==> src/btb_pkg.sv <==
// Shared geometry, opcodes and entry layout of the branch target buffer
// Direct mapped, 512 entries, index is pc[10:2] and tag is pc[31:11]
// Pc bits 1:0 never take part in indexing or tag compare
`default_nettype none

package btb_pkg;

  // Geometry
  localparam int btb_idx_w  = 9;
  localparam int btb_depth  = 512;
  localparam int btb_pc_w   = 32;
  localparam int btb_tgt_w  = 32;
  localparam int btb_tag_w  = 21;
  localparam int btb_word_w = 54;
  localparam int btb_bank_w = 27;

  // Request opcodes, code 3 falls back to lookup
  localparam logic [1:0] op_lookup     = 2'd0;
  localparam logic [1:0] op_update     = 2'd1;
  localparam logic [1:0] op_invalidate = 2'd2;

  // Controller FSM encoding
  localparam logic [1:0] st_idle    = 2'd0;
  localparam logic [1:0] st_access  = 2'd1;
  localparam logic [1:0] st_respond = 2'd2;
  localparam logic [1:0] st_wait    = 2'd3;

  // One SRAM word, seen as entry fields or as the two write banks
  typedef union packed {
    struct packed {
      logic                 valid;
      logic [btb_tag_w-1:0] tag;
      logic [btb_tgt_w-1:0] target;
    } fields;
    struct packed {
      logic [btb_bank_w-1:0] upper;
      logic [btb_bank_w-1:0] lower;
    } banks;
  } btb_entry_u;

endpackage

`default_nettype wire
==> src/btb_ctrl.sv <==
// BTB request controller on a four-phase req/ack port
// One request in flight, ack two edges after req is first sampled
// Requester must hold op, pc and new_target stable while req is high
// SRAM controls are registered, flush sequencer has priority in idle
`timescale 1ns/100ps
`default_nettype none

module btb_ctrl
  import btb_pkg::*;
(
  input  logic                  CLK,
  input  logic                  rst_n,
  input  logic                  req,
  input  logic [1:0]            op,
  input  logic [btb_pc_w-1:0]   pc,
  input  logic [btb_tgt_w-1:0]  new_target,
  output logic                  ack,
  output logic                  hit,
  output logic [btb_tgt_w-1:0]  hit_target,
  input  logic                  flush_busy,
  input  logic [btb_idx_w-1:0]  flush_idx,
  output logic                  cen,
  output logic                  gwen,
  output logic [btb_word_w-1:0] wen,
  output logic [btb_idx_w-1:0]  addr,
  output logic [btb_word_w-1:0] d,
  input  logic [btb_word_w-1:0] q
);

  logic [1:0]           state;
  logic                 is_update;
  logic                 is_inval;
  logic                 is_lookup;
  logic [btb_idx_w-1:0] req_idx;
  logic [btb_tag_w-1:0] req_tag;
  logic                 tag_match;
  btb_entry_u           rd_entry;
  btb_entry_u           wr_entry;
  btb_entry_u           wr_mask;

  // Opcode decode, anything unknown is a lookup
  assign is_update = (op == op_update);
  assign is_inval  = (op == op_invalidate);
  assign is_lookup = !is_update && !is_inval;

  // pc[10:2] selects the entry, pc[31:11] is the tag
  assign req_idx = pc[btb_idx_w+1:2];
  assign req_tag = pc[btb_pc_w-1:btb_pc_w-btb_tag_w];

  assign rd_entry  = q;
  assign tag_match = rd_entry.fields.valid && (rd_entry.fields.tag == req_tag);

  // Write word and active-low bank mask for the current op
  always_comb begin
    wr_entry = '0;
    wr_mask  = '1;
    if (flush_busy || is_inval) begin
      // Upper bank only, clears valid together with the tag
      wr_mask.banks.upper = '0;
    end else if (is_update) begin
      wr_entry.fields.valid  = 1'b1;
      wr_entry.fields.tag    = req_tag;
      wr_entry.fields.target = new_target;
      wr_mask                = '0;
    end
  end

  // Handshake FSM and SRAM strobes
  always_ff @(posedge CLK or negedge rst_n) begin
    if (!rst_n) begin
      state      <= st_idle;
      ack        <= 1'b0;
      hit        <= 1'b0;
      hit_target <= '0;
      cen        <= 1'b1;
      gwen       <= 1'b1;
      wen        <= '1;
    end else begin
      // Deselected unless a branch below starts an access
      cen  <= 1'b1;
      gwen <= 1'b1;
      wen  <= '1;
      case (state)
        st_idle: begin
          if (flush_busy) begin
            // Flush owns the port, requests wait
            cen  <= 1'b0;
            gwen <= 1'b0;
            wen  <= wr_mask;
          end else if (req) begin
            cen   <= 1'b0;
            gwen  <= is_lookup;
            wen   <= wr_mask;
            state <= st_access;
          end
        end
        st_access: begin
          // SRAM samples the access at this edge
          state <= st_respond;
        end
        st_respond: begin
          ack        <= 1'b1;
          hit        <= is_lookup && tag_match;
          hit_target <= (is_lookup && tag_match) ? rd_entry.fields.target : '0;
          state      <= st_wait;
        end
        st_wait: begin
          // Hold ack until the requester lets go
          if (!req) begin
            ack   <= 1'b0;
            state <= st_idle;
          end
        end
        default: begin
          state <= st_idle;
        end
      endcase
    end
  end

  // Address and write data, qualified by cen
  always_ff @(posedge CLK) begin
    if (state == st_idle) begin
      if (flush_busy) begin
        addr <= flush_idx;
        d    <= '0;
      end else begin
        addr <= req_idx;
        d    <= wr_entry;
      end
    end
  end

endmodule

`default_nettype wire

==> config.mk <==
export PLATFORM = sky130hd
export DESIGN_NAME = btb_ctrl
export DESIGN_NICKNAME = d
export VERILOG_FILES = /design/src/btb_pkg.sv /design/src/btb_ctrl.sv
export SDC_FILE = /design/constraint.sdc
export NUM_CORES = 1
export LEC_CHECK = 0
export BUFFER_PORTS_ARGS = -buffer_cell sky130_fd_sc_hd__buf_2
export CAP_MARGIN = 20
export CORE_ASPECT_RATIO = 0.7
export CORE_MARGIN = 3
export CORE_UTILIZATION = 40
export CTS_CLUSTER_SIZE = 8
export DETAILED_ROUTE_END_ITERATION = 10
export GPL_ROUTABILITY_DRIVEN = 0
export MAX_ROUTING_LAYER = met4
export PLACE_DENSITY = 0.77
export SYNTH_ARGS = -nofsm -noshare
export SYNTH_HDL_FRONTEND = slang
export SYNTH_SLANG_ARGS = --single-unit
==> constraint.sdc <==
create_clock -name CLK -period 2.65 [get_ports CLK]
set_input_delay 0.1325 -clock CLK [delete_from_list [all_inputs] [get_ports CLK]]
set_output_delay 0.1325 -clock CLK [all_outputs]
set_load 0.02 [all_outputs]
==> Word-level counts from Yosys, hierarchy flattened <==
Index checks and enable logic that the tools add are counted.
{ "op_classes": {"eq_ne": 9, "mux": 21, "n_bitwise": 1, "n_reduce_logical": 12} }
{ "ops": {"columns": ["cell", "count"], "rows": [
  ["54-bit two-way mux", 5],
  ["27-bit two-way mux", 2],
  ["32-bit two-way mux", 1],
  ["21-bit == test", 1],
  ["9-bit two-way mux", 1],
  ["2-bit one-hot mux with 4 select lines", 1],
  ["1-bit two-way mux", 7],
  ["2-bit == test, second input constant", 3],
  ["2-bit two-way mux", 3],
  ["2-bit != test, second input constant", 3],
  ["2-bit by 1-bit == test with 1-bit output, second input constant", 2],
  ["1-bit logical AND", 3],
  ["3-bit AND reduction", 1],
  ["3-bit OR reduction", 1],
  ["1-bit logical NOT", 2],
  ["2-bit logical NOT", 1],
  ["1-bit one-hot mux with 2 select lines", 1],
  ["2-bit AND reduction", 1],
  ["2-bit nonzero test", 1],
  ["2-bit OR reduction", 1],
  ["1-bit logical OR", 1],
  ["1-bit NOT", 1]
]} }
{ "word_totals": {"register_bits": 155, "input_bits": 133, "output_inout_bits": 153} }

==> Logic depth before layout (Yosys ltp) <==
{ "logic_depth": {"depth_word": 6, "depth_mapped": 8, "ltp_nobuf": 6} }

==> Worst setup path before layout <==
OpenSTA, ideal clock, no wires.
{ "synth_timing": {"path_kind": "flip-flop to flip-flop", "startpoint": "reg state[0]", "endpoint": "reg wen[52]", "arrival_time_ns": 2.766, "required_time_ns": 2.565, "path_slack_ns": -0.201, "path_stages_with_launch": 5, "path_buffers": 0, "path_cell_list": "dfrtp_1 -> inv_1 -> ha_1 -> o21ai_0 -> or2_2"} }
{ "synth_via": {"elab_chain_cells": 2} }
{ "synth_rtl": {"columns": ["element", "line_no", "text"], "rows": [
  ["from (decl)", "btb_ctrl.sv:30", "logic [1:0] state;"],
  ["from (signal assigned)", "btb_ctrl.sv:71", "state <= st_idle;"],
  ["from (signal assigned)", "btb_ctrl.sv:94", "state <= st_access;"],
  ["from (signal assigned)", "btb_ctrl.sv:99", "state <= st_respond;"],
  ["2-bit logical NOT", "btb_ctrl.sv:83", "case (state)"],
  ["54-bit two-way mux", "btb_ctrl.sv:83", null],
  ["to (signal assigned)", "btb_ctrl.sv:89", "wen <= wr_mask;"],
  ["to (signal assigned)", "btb_ctrl.sv:93", "wen <= wr_mask;"],
  ["to (decl)", "btb_ctrl.sv:24", "output logic [btb_word_w-1:0] wen,"]
]} }
No other way between the ends.
A chain may end at the register's enable or synchronous reset.

==> Final worst setup path <==
Ends and elaborated chain as after synthesis.

==> flow_summary.yaml <==
worst_setup_path:
  worst_ep_arrival_time_ns: 1.91
  startpoint_type: "flip-flop"
  critPathKind: "reg -> reg"
  cpLargestDelayFamily: "buffers and inverters"
  rrSetupSlack_ns: 1.01
  slowest_delay_ns: 0.38
  critical_path.cell_chain: "inv_1, ha_2, buf_12, o21ai_0, or2_2"
  slowest_stage: "dfrtp_1"
  path_max_fanout: 65
  worst_setup_path_end_kind: "flip-flop"
  crit_buf_inv: 2
  crit_required_ns: 2.91
routing:
  wl_per_cell_um: 15.39
  drt-pass1-iter-count: 4
  final_antenna_net_count: 0
  routed_via_density: 4.670
  wl_mm: 12.05
  vias: 3657
  drc: 0
  drt-initial-drc-count: 130
min_path:
  hp-class: "in -> reg"
finish:
  diodes: 0
  area_growth_pct: 30.97
  final_area_um2: 6471
  n_fill_cell: 1075
  drive_above_1_share_pct: 56.87
  nNetsFinal: 760
yosys:
  synthesis.area_um2: 4941
  yosys_warnings: 0
  synth_fp_nets: 529
  ys_ff_latch: 103
  synth_cell_type_count: 30
  syn_area_per_cell_um2: 12.67
  ys_seq_area_share_pct: 58.65
  syn_inst: 390
timing:
  tns_ns: 0
  min_period_ns: 1.644
  relSlewSlack_pct: 40.16
  max_clock_freq_mhz: 608.4
  slew_viol_final: 0
  hold_violations: 0
  finalSetupViolations: 0
  tightest_slew_ns: 0.8976
  rsz0062_at_grt: "no"
  period_share_pct: 62.02
  fin_skew_ns: 0.01001
cts:
  numCtsBuffers: 9
  cts_tree: "done"
  cts_buffer_depth: 2
  cts.sinks: 103
  post_cts_resized: 0
  cts-root-buf: "clkbuf_16"
  htree_levels: 3
  clkTransAtPathRegs_ns: 0.08
  clock_latency_ns: 0.34
floorplan:
  ios: 286
  start_util_pct: 41.55
  die_w_um: 138.8
  coreArea_um2: 11890
  die_area_um2: 13740
  rows: 33
  die_h_um: 98.99
power_and_ir_drop:
  powerDensity_nw_per_um2: 878.9
  peakVddDrop_v: 0.0004823
  leakagePower_nw: 2.955
  finalPower_mw: 5.687
grt:
  grt_overflow: 0
  grt_max_degree: 66
  grtUsageTotal_pct: 17.57
  grt_pass1_wl_mm: 18.78
  grt_pass1_vias: 3753
  antenna_found_initial: 0
placed_design:
  place_area_um2: 6136
  hpwl_mm: 9.079
  port_buffers: 283
outcome:
  status: "finished, final reports clean"
job:
  cap_violations: 0
[routing by layer]
layer | routed length [um] | vias up | GRT usage, %
li1 | - | 1732 | -
met1 | 4632 | 1745 | 19.66
met2 | 6393 | 168 | 30.85
met3 | 875 | 12 | 5.189
met4 | 150 | 0 | 4.962
met5 | 0 | - | -
[cell usage after synthesis]
library cell  count  area share, %
nor3b_2           1           0.25
nor4_4            1           0.43
nand4_2           1           0.25
and2_2            1           0.15
o22ai_1           3           0.38
buf_2             4           0.41
nand3_1          34            3.4
o22ai_2          30            7.6
nor4_1            3           0.38
a22oi_1           1           0.15
nor4_2            1           0.25
or2_2             1           0.13
and2_1           52            6.6
nand2b_1          1           0.13
nor2b_1           1           0.13
xor2_1           21            3.7
clkbuf_1          7           0.53
nand2_1           3           0.23
o21ai_0           6           0.61
buf_4            52            7.9
mux2_2            9            2.1
buf_6             3           0.68
ha_1              6            1.5
edfxtp_1         63             38
dfrtp_1          36             18
dfstp_2           4            2.1
nor3_1            1           0.10
nor2_1            2           0.15
inv_1            37            2.8
buf_1             5           0.38
[what timing repair did]
action	4_1_cts	5_1_grt
buffers inserted	0	0
hold endpoints to repair	37	0
hold buffers	2	0
[metrics by stage]
stage               setup slack (ns)  std cells  hold WS, ns  util (%)
floorplan                     0.5681        390      -0.1631         -
finish                         1.006        783      0.04303     54.42
global route                  0.8750        783      0.04202     54.42
detailed placement            0.9520        765       0.3145     51.60
global placement              0.9984        765       0.2916     51.60
CTS                           0.9680        783      0.02763     54.42
[flip-flops by register name, indices dropped and copies added (netlist names)]
| name | count |
|---|---|
| cen | 1 |
| ack | 1 |
| d | 54 |
| hit | 1 |
| addr | 9 |
| gwen | 1 |
| state | 2 |
| hit_target | 32 |
| wen | 2 |
[logic make-up (layout without fill, tap and decap cells)]
family | count (synthesis) | after routing | share of synthesized area [%]
buffers and inverters | 108 | 344 | 12.71
DFF | 103 | 103 | 58.65
and+or+nand+nor | 103 | 103 | 12.61
AOI/OAI and AO/OA | 40 | 40 | 8.737
xor gates and xnor gates | 21 | 21 | 3.723
muxes | 9 | 9 | 2.051
adders and majority gates | 6 | 6 | 1.519
[cell usage in the layout (no fill, tap or decap), types with 2 or more instances in the layout]
cell,count
dfrtp_1,36
ha_2,2
mux2_2,9
xor2_1,21
dfstp_2,4
and2_1,52
clkbuf_16,9
buf_4,5
edfxtp_1,63
nand3_1,34
o22ai_1,3
nor4_1,3
inv_6,2
inv_1,37
o21ai_0,6
ha_1,4
buf_2,283
o22ai_2,30
nand2_1,3
inv_8,2
dlygate4sd3_1,2
[cell type report]
class	instances	area (um2)	area share [%]
Clock buffer	9	225.2	3.480
Clock inverter	7	90.09	1.392
Inverter	37	138.9	2.146
Multi-Input combinational cell	179	1429	22.08
Sequential cell	103	2898	44.78
Tap cell	157	196.4	3.036
Timing Repair Buffer	291	1494	23.09
[worst min-delay path: stages]
cell and delay (ns):
buf_2 0.10, nand3_1 0.07, o22ai_2 0.05
[path summary, 6_finish.rpt]
| path | from | endpoint | cells past startpoint |
|---|---|---|---|
| worst max-delay path | state[0] | wen[52] | 5 |
| worst min-delay path | q[7] | hit_target[7] | 3 |
| worst max register to register | state[0] | wen[52] | 5 |
| worst min register to register | hit_target[1] | hit_target[1] | 2 |
| max in group asynchronous | rst_n | ack | 2 |
| min in group asynchronous | rst_n | hit_target[15] | 2 |
[where the power goes]
group,switching [mW],total [mW],internal (mW)
sequential,0.133,2.37,2.24
combinational,1.38,1.93,0.547
clock,0.625,1.38,0.758
No activity file was read; power rests on OpenSTA's default activity.
