**config.mk**
```make
export PLATFORM = sky130hd
export DESIGN_NAME = btb_flush
export DESIGN_NICKNAME = d
export VERILOG_FILES = /design/src/btb_pkg.sv /design/src/btb_flush.sv
export SDC_FILE = /design/constraint.sdc
export NUM_CORES = 1
export LEC_CHECK = 0
export BUFFER_PORTS_ARGS = -buffer_cell sky130_fd_sc_hd__buf_2
export CAP_MARGIN = 20
export CORE_MARGIN = 3
export CORE_UTILIZATION = 30
export CTS_BUF_LIST = sky130_fd_sc_hd__clkbuf_16
export DETAILED_ROUTE_END_ITERATION = 12
export RECOVER_POWER = 50
export SETUP_SLACK_MARGIN = 0.05
export SLEW_MARGIN = 20
export SYNTH_ARGS = -nofsm -noshare
export SYNTH_HDL_FRONTEND = slang
export SYNTH_SLANG_ARGS = --single-unit
```
**constraint.sdc**
```tcl
create_clock -name CLK -period 4.6 [get_ports CLK]
set_input_delay 0.46 -clock CLK [delete_from_list [all_inputs] [get_ports CLK]]
set_output_delay 0.46 -clock CLK [all_outputs]
set_load 0.005 [all_outputs]
```
**src/btb_pkg.sv**
```systemverilog
// Shared geometry, opcodes and entry layout of the branch target buffer
// Direct mapped, 512 entries, index is pc[10:2] and tag is pc[31:11]
// Pc bits 1:0 never take part in indexing or tag compare
`default_nettype none

package btb_pkg;

  // Geometry
  localparam int btb_idx_w  = 9;
  localparam int btb_depth  = 512;
  localparam int btb_pc_w   = 32;
  localparam int btb_tgt_w  = 32;
  localparam int btb_tag_w  = 21;
  localparam int btb_word_w = 54;
  localparam int btb_bank_w = 27;

  // Request opcodes, code 3 falls back to lookup
  localparam logic [1:0] op_lookup     = 2'd0;
  localparam logic [1:0] op_update     = 2'd1;
  localparam logic [1:0] op_invalidate = 2'd2;

  // Controller FSM encoding
  localparam logic [1:0] st_idle    = 2'd0;
  localparam logic [1:0] st_access  = 2'd1;
  localparam logic [1:0] st_respond = 2'd2;
  localparam logic [1:0] st_wait    = 2'd3;

  // One SRAM word, seen as entry fields or as the two write banks
  typedef union packed {
    struct packed {
      logic                 valid;
      logic [btb_tag_w-1:0] tag;
      logic [btb_tgt_w-1:0] target;
    } fields;
    struct packed {
      logic [btb_bank_w-1:0] upper;
      logic [btb_bank_w-1:0] lower;
    } banks;
  } btb_entry_u;

endpackage

`default_nettype wire
```
**src/btb_flush.sv**
```systemverilog
// Post-reset sweep over every BTB index
// Runs once per reset, one index per cycle, 512 cycles
// Controller must give the SRAM port to this block while flush_busy is high
`timescale 1ns/100ps
`default_nettype none

module btb_flush
  import btb_pkg::*;
(
  input  logic                 CLK,
  input  logic                 rst_n,
  output logic                 flush_busy,
  output logic [btb_idx_w-1:0] flush_idx
);

  logic last_idx;

  assign last_idx = (flush_idx == btb_idx_w'(btb_depth - 1));

  // Index 0 is presented from reset, advance on every edge after it
  always_ff @(posedge CLK or negedge rst_n) begin
    if (!rst_n) begin
      flush_busy <= 1'b1;
      flush_idx  <= '0;
    end else if (flush_busy) begin
      if (last_idx) begin
        // Last index handed over, release the port
        flush_busy <= 1'b0;
      end else begin
        flush_idx <= flush_idx + 1'b1;
      end
    end
  end

endmodule

`default_nettype wire

```
### Yosys cells after proc, flatten, opt, wreduce, memory -nomap -nowiden

Index checks and enable logic that the tools add are counted.
Widths: inputs -> output; s select.

* RAM bits: 0
* memories: 0
* word-level logic and storage cells: 8
* memory bits (read-only): 0
* output and inout bits: 10
* input port bits: 2
* bits in registers: 10
* latch bits: 0

* $add $sub $neg: 1
* multiplexer cells: 2
* reductions and logical operators: 1
* order comparisons: 0
* bitwise gates (word level): 1
* divide/modulo/power cells: 0
* shifts and indexed selects: 0
* equal/unequal tests: 1
* multipliers: 0

Operators by type and width (count)
* $add 9x1->9 const B: 1
* $eq 9x9->1 const B: 1
* $mux 1: 2
* $reduce_and 2->1: 1
* $not 1->1: 1

### Logic depth before layout (Yosys ltp)

Gate-level depths: netlist (run 1).

* depth after elaboration: 3
* mapped depth: 7
* mapped depth without buffers: 6

### Worst setup path before layout (run 1)

No wires, ideal clock.

* kind: register to register
* start point: reg flush_idx[2]
* end point: reg flush_idx[1]
* period minus slack after synthesis: 1.686 ns
* required time: 4.473 ns
* path slack: 2.914 ns
* cell stages (with the launch flop): 7
* buffers on the path: 1
* arrival: 1.559 ns
* library setup time: 0.127 ns
* cells stage by stage: dfrtp_1 > and4_1 > and4_1 > ha_1 > nor2b_1 > buf_6 > mux2_1

* cells in the longest elaborated chain, start to end: 3

Ends and longest elaborated chain
* from (decl): RTL line btb_flush.sv:13 `output logic [btb_idx_w-1:0] flush_idx`
* from (signal assigned): RTL line btb_flush.sv:30 `flush_idx <= flush_idx + 1'b1;`
* $eq 9x9->1: RTL line btb_flush.sv:18 `assign last_idx = (flush_idx == btb_idx_w'(btb_depth - 1));`
* $not 1->1 (no line)
* $reduce_and 2->1 (no line)

Every way passes these cells.
A chain may end at the register's enable or synchronous reset.

### Final worst setup path (run 1)

Same ends and word-level chain as after synthesis.

==> summary.md, run 1 <==
| Metric | Value |
|---|---|
| Outcome | complete, no violations |
| Worst skew pair latency | 0.24 ns |
| PortBufs | 11 |
| Total GRT Usage | 0.09890 |
| CP endpoint kind | flip-flop |
| Worst Hold Class | input port to async pin |
| Max clock buf depth | 2 |
| Area grow syn2layout | 31.90% |
| Final core occ | 0.4306 |
| CP Launch Type | flip-flop |
| Clock Root Buffer | clkbuf_16 |
| Cell row count | 13 |
| LEAKAGE | 0.0003052 µW |
| Die Span Y | 44.10 µm |
| Required time of the critical path | 4.71 ns |
| Max-slew violations | 0 |
| Overflow after GRT | 0 |
| PD cells | 423.8 nW/µm² |
| Most frequent cells in the layout | dfrtp_1 (9), buf_2 (9), xnor2_1 (6) |
| Post-CTS Hold Fix Bufs | 0 |
| Peak supply drop | 0.0002594 V |
| Final wirelength | 716 µm |
| Synth warn | 0 |
| # resized after CTS | 0 |
| Routed Antenna Nets | 0 |
| Tmin final | 1.981 ns |
| Fillers | 139 |
| Initial core utilization | 0.3265 |
| First-pass GRT wire length | 1297 µm |
| Final Hold Viols | 0 |
| Residual DRC count | 0 |
| Cells after synthesis | 32 |
| Crit path arrival time | 2.09 ns |
| Die Wd | 44.10 µm |
| RSZ-0062 raised after global routing | no |
| Final GP Congestion | 0.6578 |
| MaxCap Viol Count | 0 |
| CTS tree | yes |
| Pin slew with the least headroom to its limit | 0.5280 ns |
| DR pass1 iterations | 3 |
| Avg WL per Cell | 11.74 µm |
| Setup-failing EPs final | 0 |
| Routed via count | 290 |
| Clock skew | 0.004727 ns |
| Die area | 1944 µm² |
| Setup Fix Bufs, Post-CTS | 0 |
| Mapped cell area | 435.4 µm² |
| Clock sinks | 10 |
| Final net count | 51 |
| Distinct cells, synth | 13 |
| Setup tns final | 0 ns |
| N_diodes | 0 |
| HPWL Detailed | 546.2 µm |
| Average cell area after synthesis | 13.61 µm² |
| # IOs | 12 |
| Via/cell ratio | 4.754 |
| Placeable Area | 1334 µm² |
| Drt first-iter violations | 3 |
| Synthesis-stage register bit count | 10 |
| H-tree level count | 1 |
| Slew margin rel. | 0.6473 |
| Pin count of the biggest net entering global routing | 11 |
| Final period util | 0.4307 |
| Syn Nets | 36 |
| CP Class | flip-flop to flip-flop |
| Achievable frequency | 504.7 MHz |
| Initial antenna violation count | 0 |
| Post-synthesis sequential area ratio | 0.5776 |
| Num CTS Buffers | 3 |
| CTS clk-pin slew, worst paths | 0.04 ns |
| Share of post-route cells with drive strength above 1 | 0.2826 |
| CP max FO | 7 |
| Vias in the first global route | 287 |
==> kinds of logic (layout without fill, tap and decap cells) <==
kind of cell | count (synthesis) | after routing | synth area share
mux | 2 | 2 | 0.05172
fa+ha+maj | 2 | 2 | 0.05746
buf+inv | 1 | 15 | 0.02586
simple gates | 10 | 10 | 0.1466
flops | 10 | 10 | 0.5776
xor+xnor | 7 | 7 | 0.1408
==> through the flow <==
stage          area (µm²)  std cells  power (µW)  setup slack [ns]  hold WS [ns]
5_1_grt             574.3         61       254.3             2.474        0.2257
3_5_place_dp        498.0         57       91.70             2.614        0.3329
4_1_cts             576.8         61       247.3             2.605       0.08190
3_3_place_gp        498.0         57       91.64             2.651        0.3293
2_1_floorplan       435.4         32       89.61             2.914        0.1644
6_report            574.3         61       243.4             2.619        0.1714
==> sequential cells by signal, indices dropped and copies added (netlist names) <==
signal,flops
flush_busy,1
flush_idx,9
==> per-layer routing <==
layer	GRT usage	wire length [µm]	up-vias
met5	0	0	-
li1	-	-	140
met1	0.1148	330	135
met2	0.1308	303	12
met3	0.07317	72	3
met4	0.05422	9	0
==> where the power goes <==
group	internal, µW	switching, µW
sequential	88.4	0
clock	114	39.4
combinational	0.178	1.59
total	202	41.0
==> worst max-delay path, cell delays in order, from the launching register on <==
cell and delay [ns]:
dfrtp_1 0.43, and4_1 0.22, and4_1 0.21, ha_1 0.19, nor2b_1 0.43, mux2_1 0.37
==> cells in the mapped netlist <==
| master | number | area [µm²] |
|---|---|---|
| and4_1 | 2 | 17.52 |
| and4b_1 | 1 | 10.01 |
| buf_6 | 1 | 11.26 |
| dfrtp_1 | 9 | 225.2 |
| dfstp_2 | 1 | 26.28 |
| ha_1 | 2 | 25.02 |
| mux2_1 | 2 | 22.52 |
| nand2_1 | 2 | 7.510 |
| nand3_1 | 2 | 10.01 |
| nand4_1 | 2 | 12.51 |
| nor2b_1 | 1 | 6.260 |
| xnor2_1 | 6 | 52.55 |
| xor2_1 | 1 | 8.760 |
==> worst paths after layout <==
path	start	slack, ns	cells after the start	end
worst min-delay path	rst_n	0.17	1	flush_idx[3]
worst max register to register	flush_idx[2]	2.62	5	flush_idx[1]
max in group asynchronous	rst_n	4.06	1	flush_busy
worst min register to register	flush_idx[7]	0.48	1	flush_idx[7]
min in group CLK	flush_idx[7]	0.48	1	flush_idx[7]
worst max-delay path	flush_idx[2]	2.62	5	flush_idx[1]
==> final cells by class <==
class,instances,area [µm²],area share
well taps,15,18.77,0.03268
flip-flops and latches,10,251.5,0.4379
repair buffers,11,52.55,0.09150
clock inverters,1,3.754,0.006536
clock buffers,3,75.07,0.1307
multi-input cells,21,172.7,0.3007
Note: power is estimated with default switching activity, not from simulation.
==> run 2: changes to the inputs <==
clock period = 2 ns   (was 4.6 ns; I/O delays follow)
==> summary.md, run 2 (synthesis gave the netlist of run 1 again) <==
| Metric | Value |
|---|---|
| Outcome | complete, no violations |
| Residual DRC count | 0 |
| CTS clk-pin slew, worst paths | 0.04 ns |
| FF+latch area | 251.5 µm² |
| Max-slew violations | 0 |
| Routed via count | 293 |
| CP endpoint kind | flip-flop |
| Die Wd | 44.10 µm |
| DR pass1 iterations | 4 |
| Via/cell ratio | 4.578 |
| Clock Root Buffer | clkbuf_16 |
| Most common cell after layout, fill and taps aside | dfrtp_1 |
| Initial core utilization | 0.3265 |
| Buf/Inv on CP | 1 |
| Crit path arrival time | 1.92 ns |
| Vias in the first global route | 287 |
| Clock sinks | 10 |
| PD cells | 927.3 nW/µm² |
| Die area | 1944 µm² |
| Reg-to-Reg End | flush_idx[1] |
| # resized after CTS | 0 |
| N_diodes | 0 |
| Setup Fix Bufs, Post-CTS | 0 |
| RSZ-0062 raised after global routing | no |
| Pin count of the biggest net entering global routing | 11 |
| Avg WL per Cell | 10.84 µm |
| Fillers | 137 |
| PnR worst setup slack | 0.1916 ns |
| Peak supply drop | 0.0006018 V |
| H-tree level count | 1 |
| Routed Antenna Nets | 0 |
| Slew margin rel. | 0.6521 |
| Total GRT Usage | 0.09006 |
| LEAKAGE | 0.0003159 µW |
| CP max stage delay | 0.43 ns |
| Largest reg by FF count | flush_idx |
| Placeable Area | 1334 µm² |
| Max reg flops | 9 |
| Achievable frequency | 553.0 MHz |
| Reg2Reg Depth | 6 |
| Required time of the critical path | 2.11 ns |
| Final wirelength | 694 µm |
| Setup-failing EPs final | 0 |
| Tmin final | 1.808 ns |
| Share of post-route cells with drive strength above 1 | 0.2857 |
| Final net count | 54 |
| Area grow syn2layout | 37.36% |
| Final period util | 0.9042 |
| Worst R2R Start | flush_idx[2] |
| Clock skew | 0.003906 ns |
| Worst Hold Class | input port to async pin |
| CP Launch Type | flip-flop |
| Cell row count | 13 |
| Num CTS Buffers | 3 |
| Most frequent cells in the layout | dfrtp_1 (9), buf_2 (8), xnor2_1 (6) |
| MaxCap Viol Count | 0 |
| Setup tns final | 0 ns |
| Critical path depth | 6 |
| PortBufs | 11 |
| Pin slew with the least headroom to its limit | 0.5218 ns |
| Max clock buf depth | 2 |
| Crit path capture | flush_idx[1] |
| Final Hold Viols | 0 |
| CP max stage cell | dfrtp_1 |
| Area occupied by multi-input gates | 172.7 µm² |
| Die Span Y | 44.10 µm |
| Final GP Congestion | 0.7263 |
| First-pass GRT wire length | 1173 µm |
| Drt first-iter violations | 5 |
| # IOs | 12 |
| Initial antenna violation count | 0 |
| DP Worst Slack | 0.1998 ns |
| Worst path cell trace | and4_1 -> and4_1 -> ha_1 -> nor2b_1 -> buf_4 -> mux2_1 |
| Register-to-register setup slack | 0.19 ns |
| Most frequent CP cell | and4_1 |
| Overflow after GRT | 0 |
| Largest regs | flush_idx (9), flush_busy (1) |
| CP max FO | 6 |
| Setup crit start | flush_idx[2] |
| CP Class | flip-flop to flip-flop |
| Crit-path leading delay family | simple AND/OR/NAND/NOR gates |
| CTS tree | yes |
| Worst skew pair latency | 0.23 ns |
[run 2: cell count changes in the layout (fill, tap and decap cells not counted)]
cell	delta
buf_4	+2
buf_2	-1
clkbuf_1	+1
dlygate4sd3_1	+1
[run 2: report_power, final]
part	switching [µW]	internal, µW	leakage (µW)
combinational	3.84	1.68	0.000141
clock	84.5	261	0.0000385
sequential	0	203	0.000136
total	88.3	466	0.000316
[run 2: routing by layer]
layer | routed length (µm) | track usage | part of all wire
met5 | 0 | 0 | 0
met2 | 297 | 0.1163 | 0.43
met3 | 75 | 0.07317 | 0.11
met4 | 0 | 0.03614 | 0
met1 | 322 | 0.1088 | 0.46
[run 2: how the worst min path moves through the flow]
stage                    to  slack [ns]
3_5_place_dp   flush_idx[4]        0.07
3_3_place_gp   flush_idx[4]        0.07
2_1_floorplan  flush_idx[0]        -0.1
4_1_cts        flush_idx[4]        0.35
6_report       flush_idx[5]        0.45
5_1_grt        flush_idx[3]        0.50
[run 2: cell type report]
cell class / instances / area share
repair buffers: 14 / 0.1276
well taps: 15 / 0.03138
clock buffers: 3 / 0.1255
multi-input cells: 21 / 0.2887
clock inverters: 1 / 0.006276
flip-flops and latches: 10 / 0.4205
[run 2: per-stage QoR]
| step | util | hold slack [ns] | power [µW] | instance area [µm²] | std cells |
|---|---|---|---|---|---|
| 6_report | 0.4484 | 0.4499 | 554.6 | 598.1 | 64 |
| 5_1_grt | 0.4484 | 0.4995 | 585.6 | 598.1 | 64 |
| 4_1_cts | 0.4512 | 0.3526 | 565.4 | 601.8 | 64 |
| 3_5_place_dp | 0.3846 | 0.06842 | 210.7 | 513.0 | 59 |
| 3_3_place_gp | 0.3846 | 0.07025 | 210.8 | 513.0 | 59 |
| 2_1_floorplan | - | -0.09559 | 206.1 | 435.4 | 32 |
[run 2: worst reg2reg max path, stage by stage (launching register included)]
cell and delay (ns):
dfrtp_1 0.43, and4_1 0.23, and4_1 0.21, ha_1 0.19
nor2b_1 0.16, buf_4 0.16, mux2_1 0.31
[run 2: timing repair]
item                                   CTS  global route
hold buffers                             1             0
setup endpoints to repair                0             0
endpoints found under the hold margin    9             0
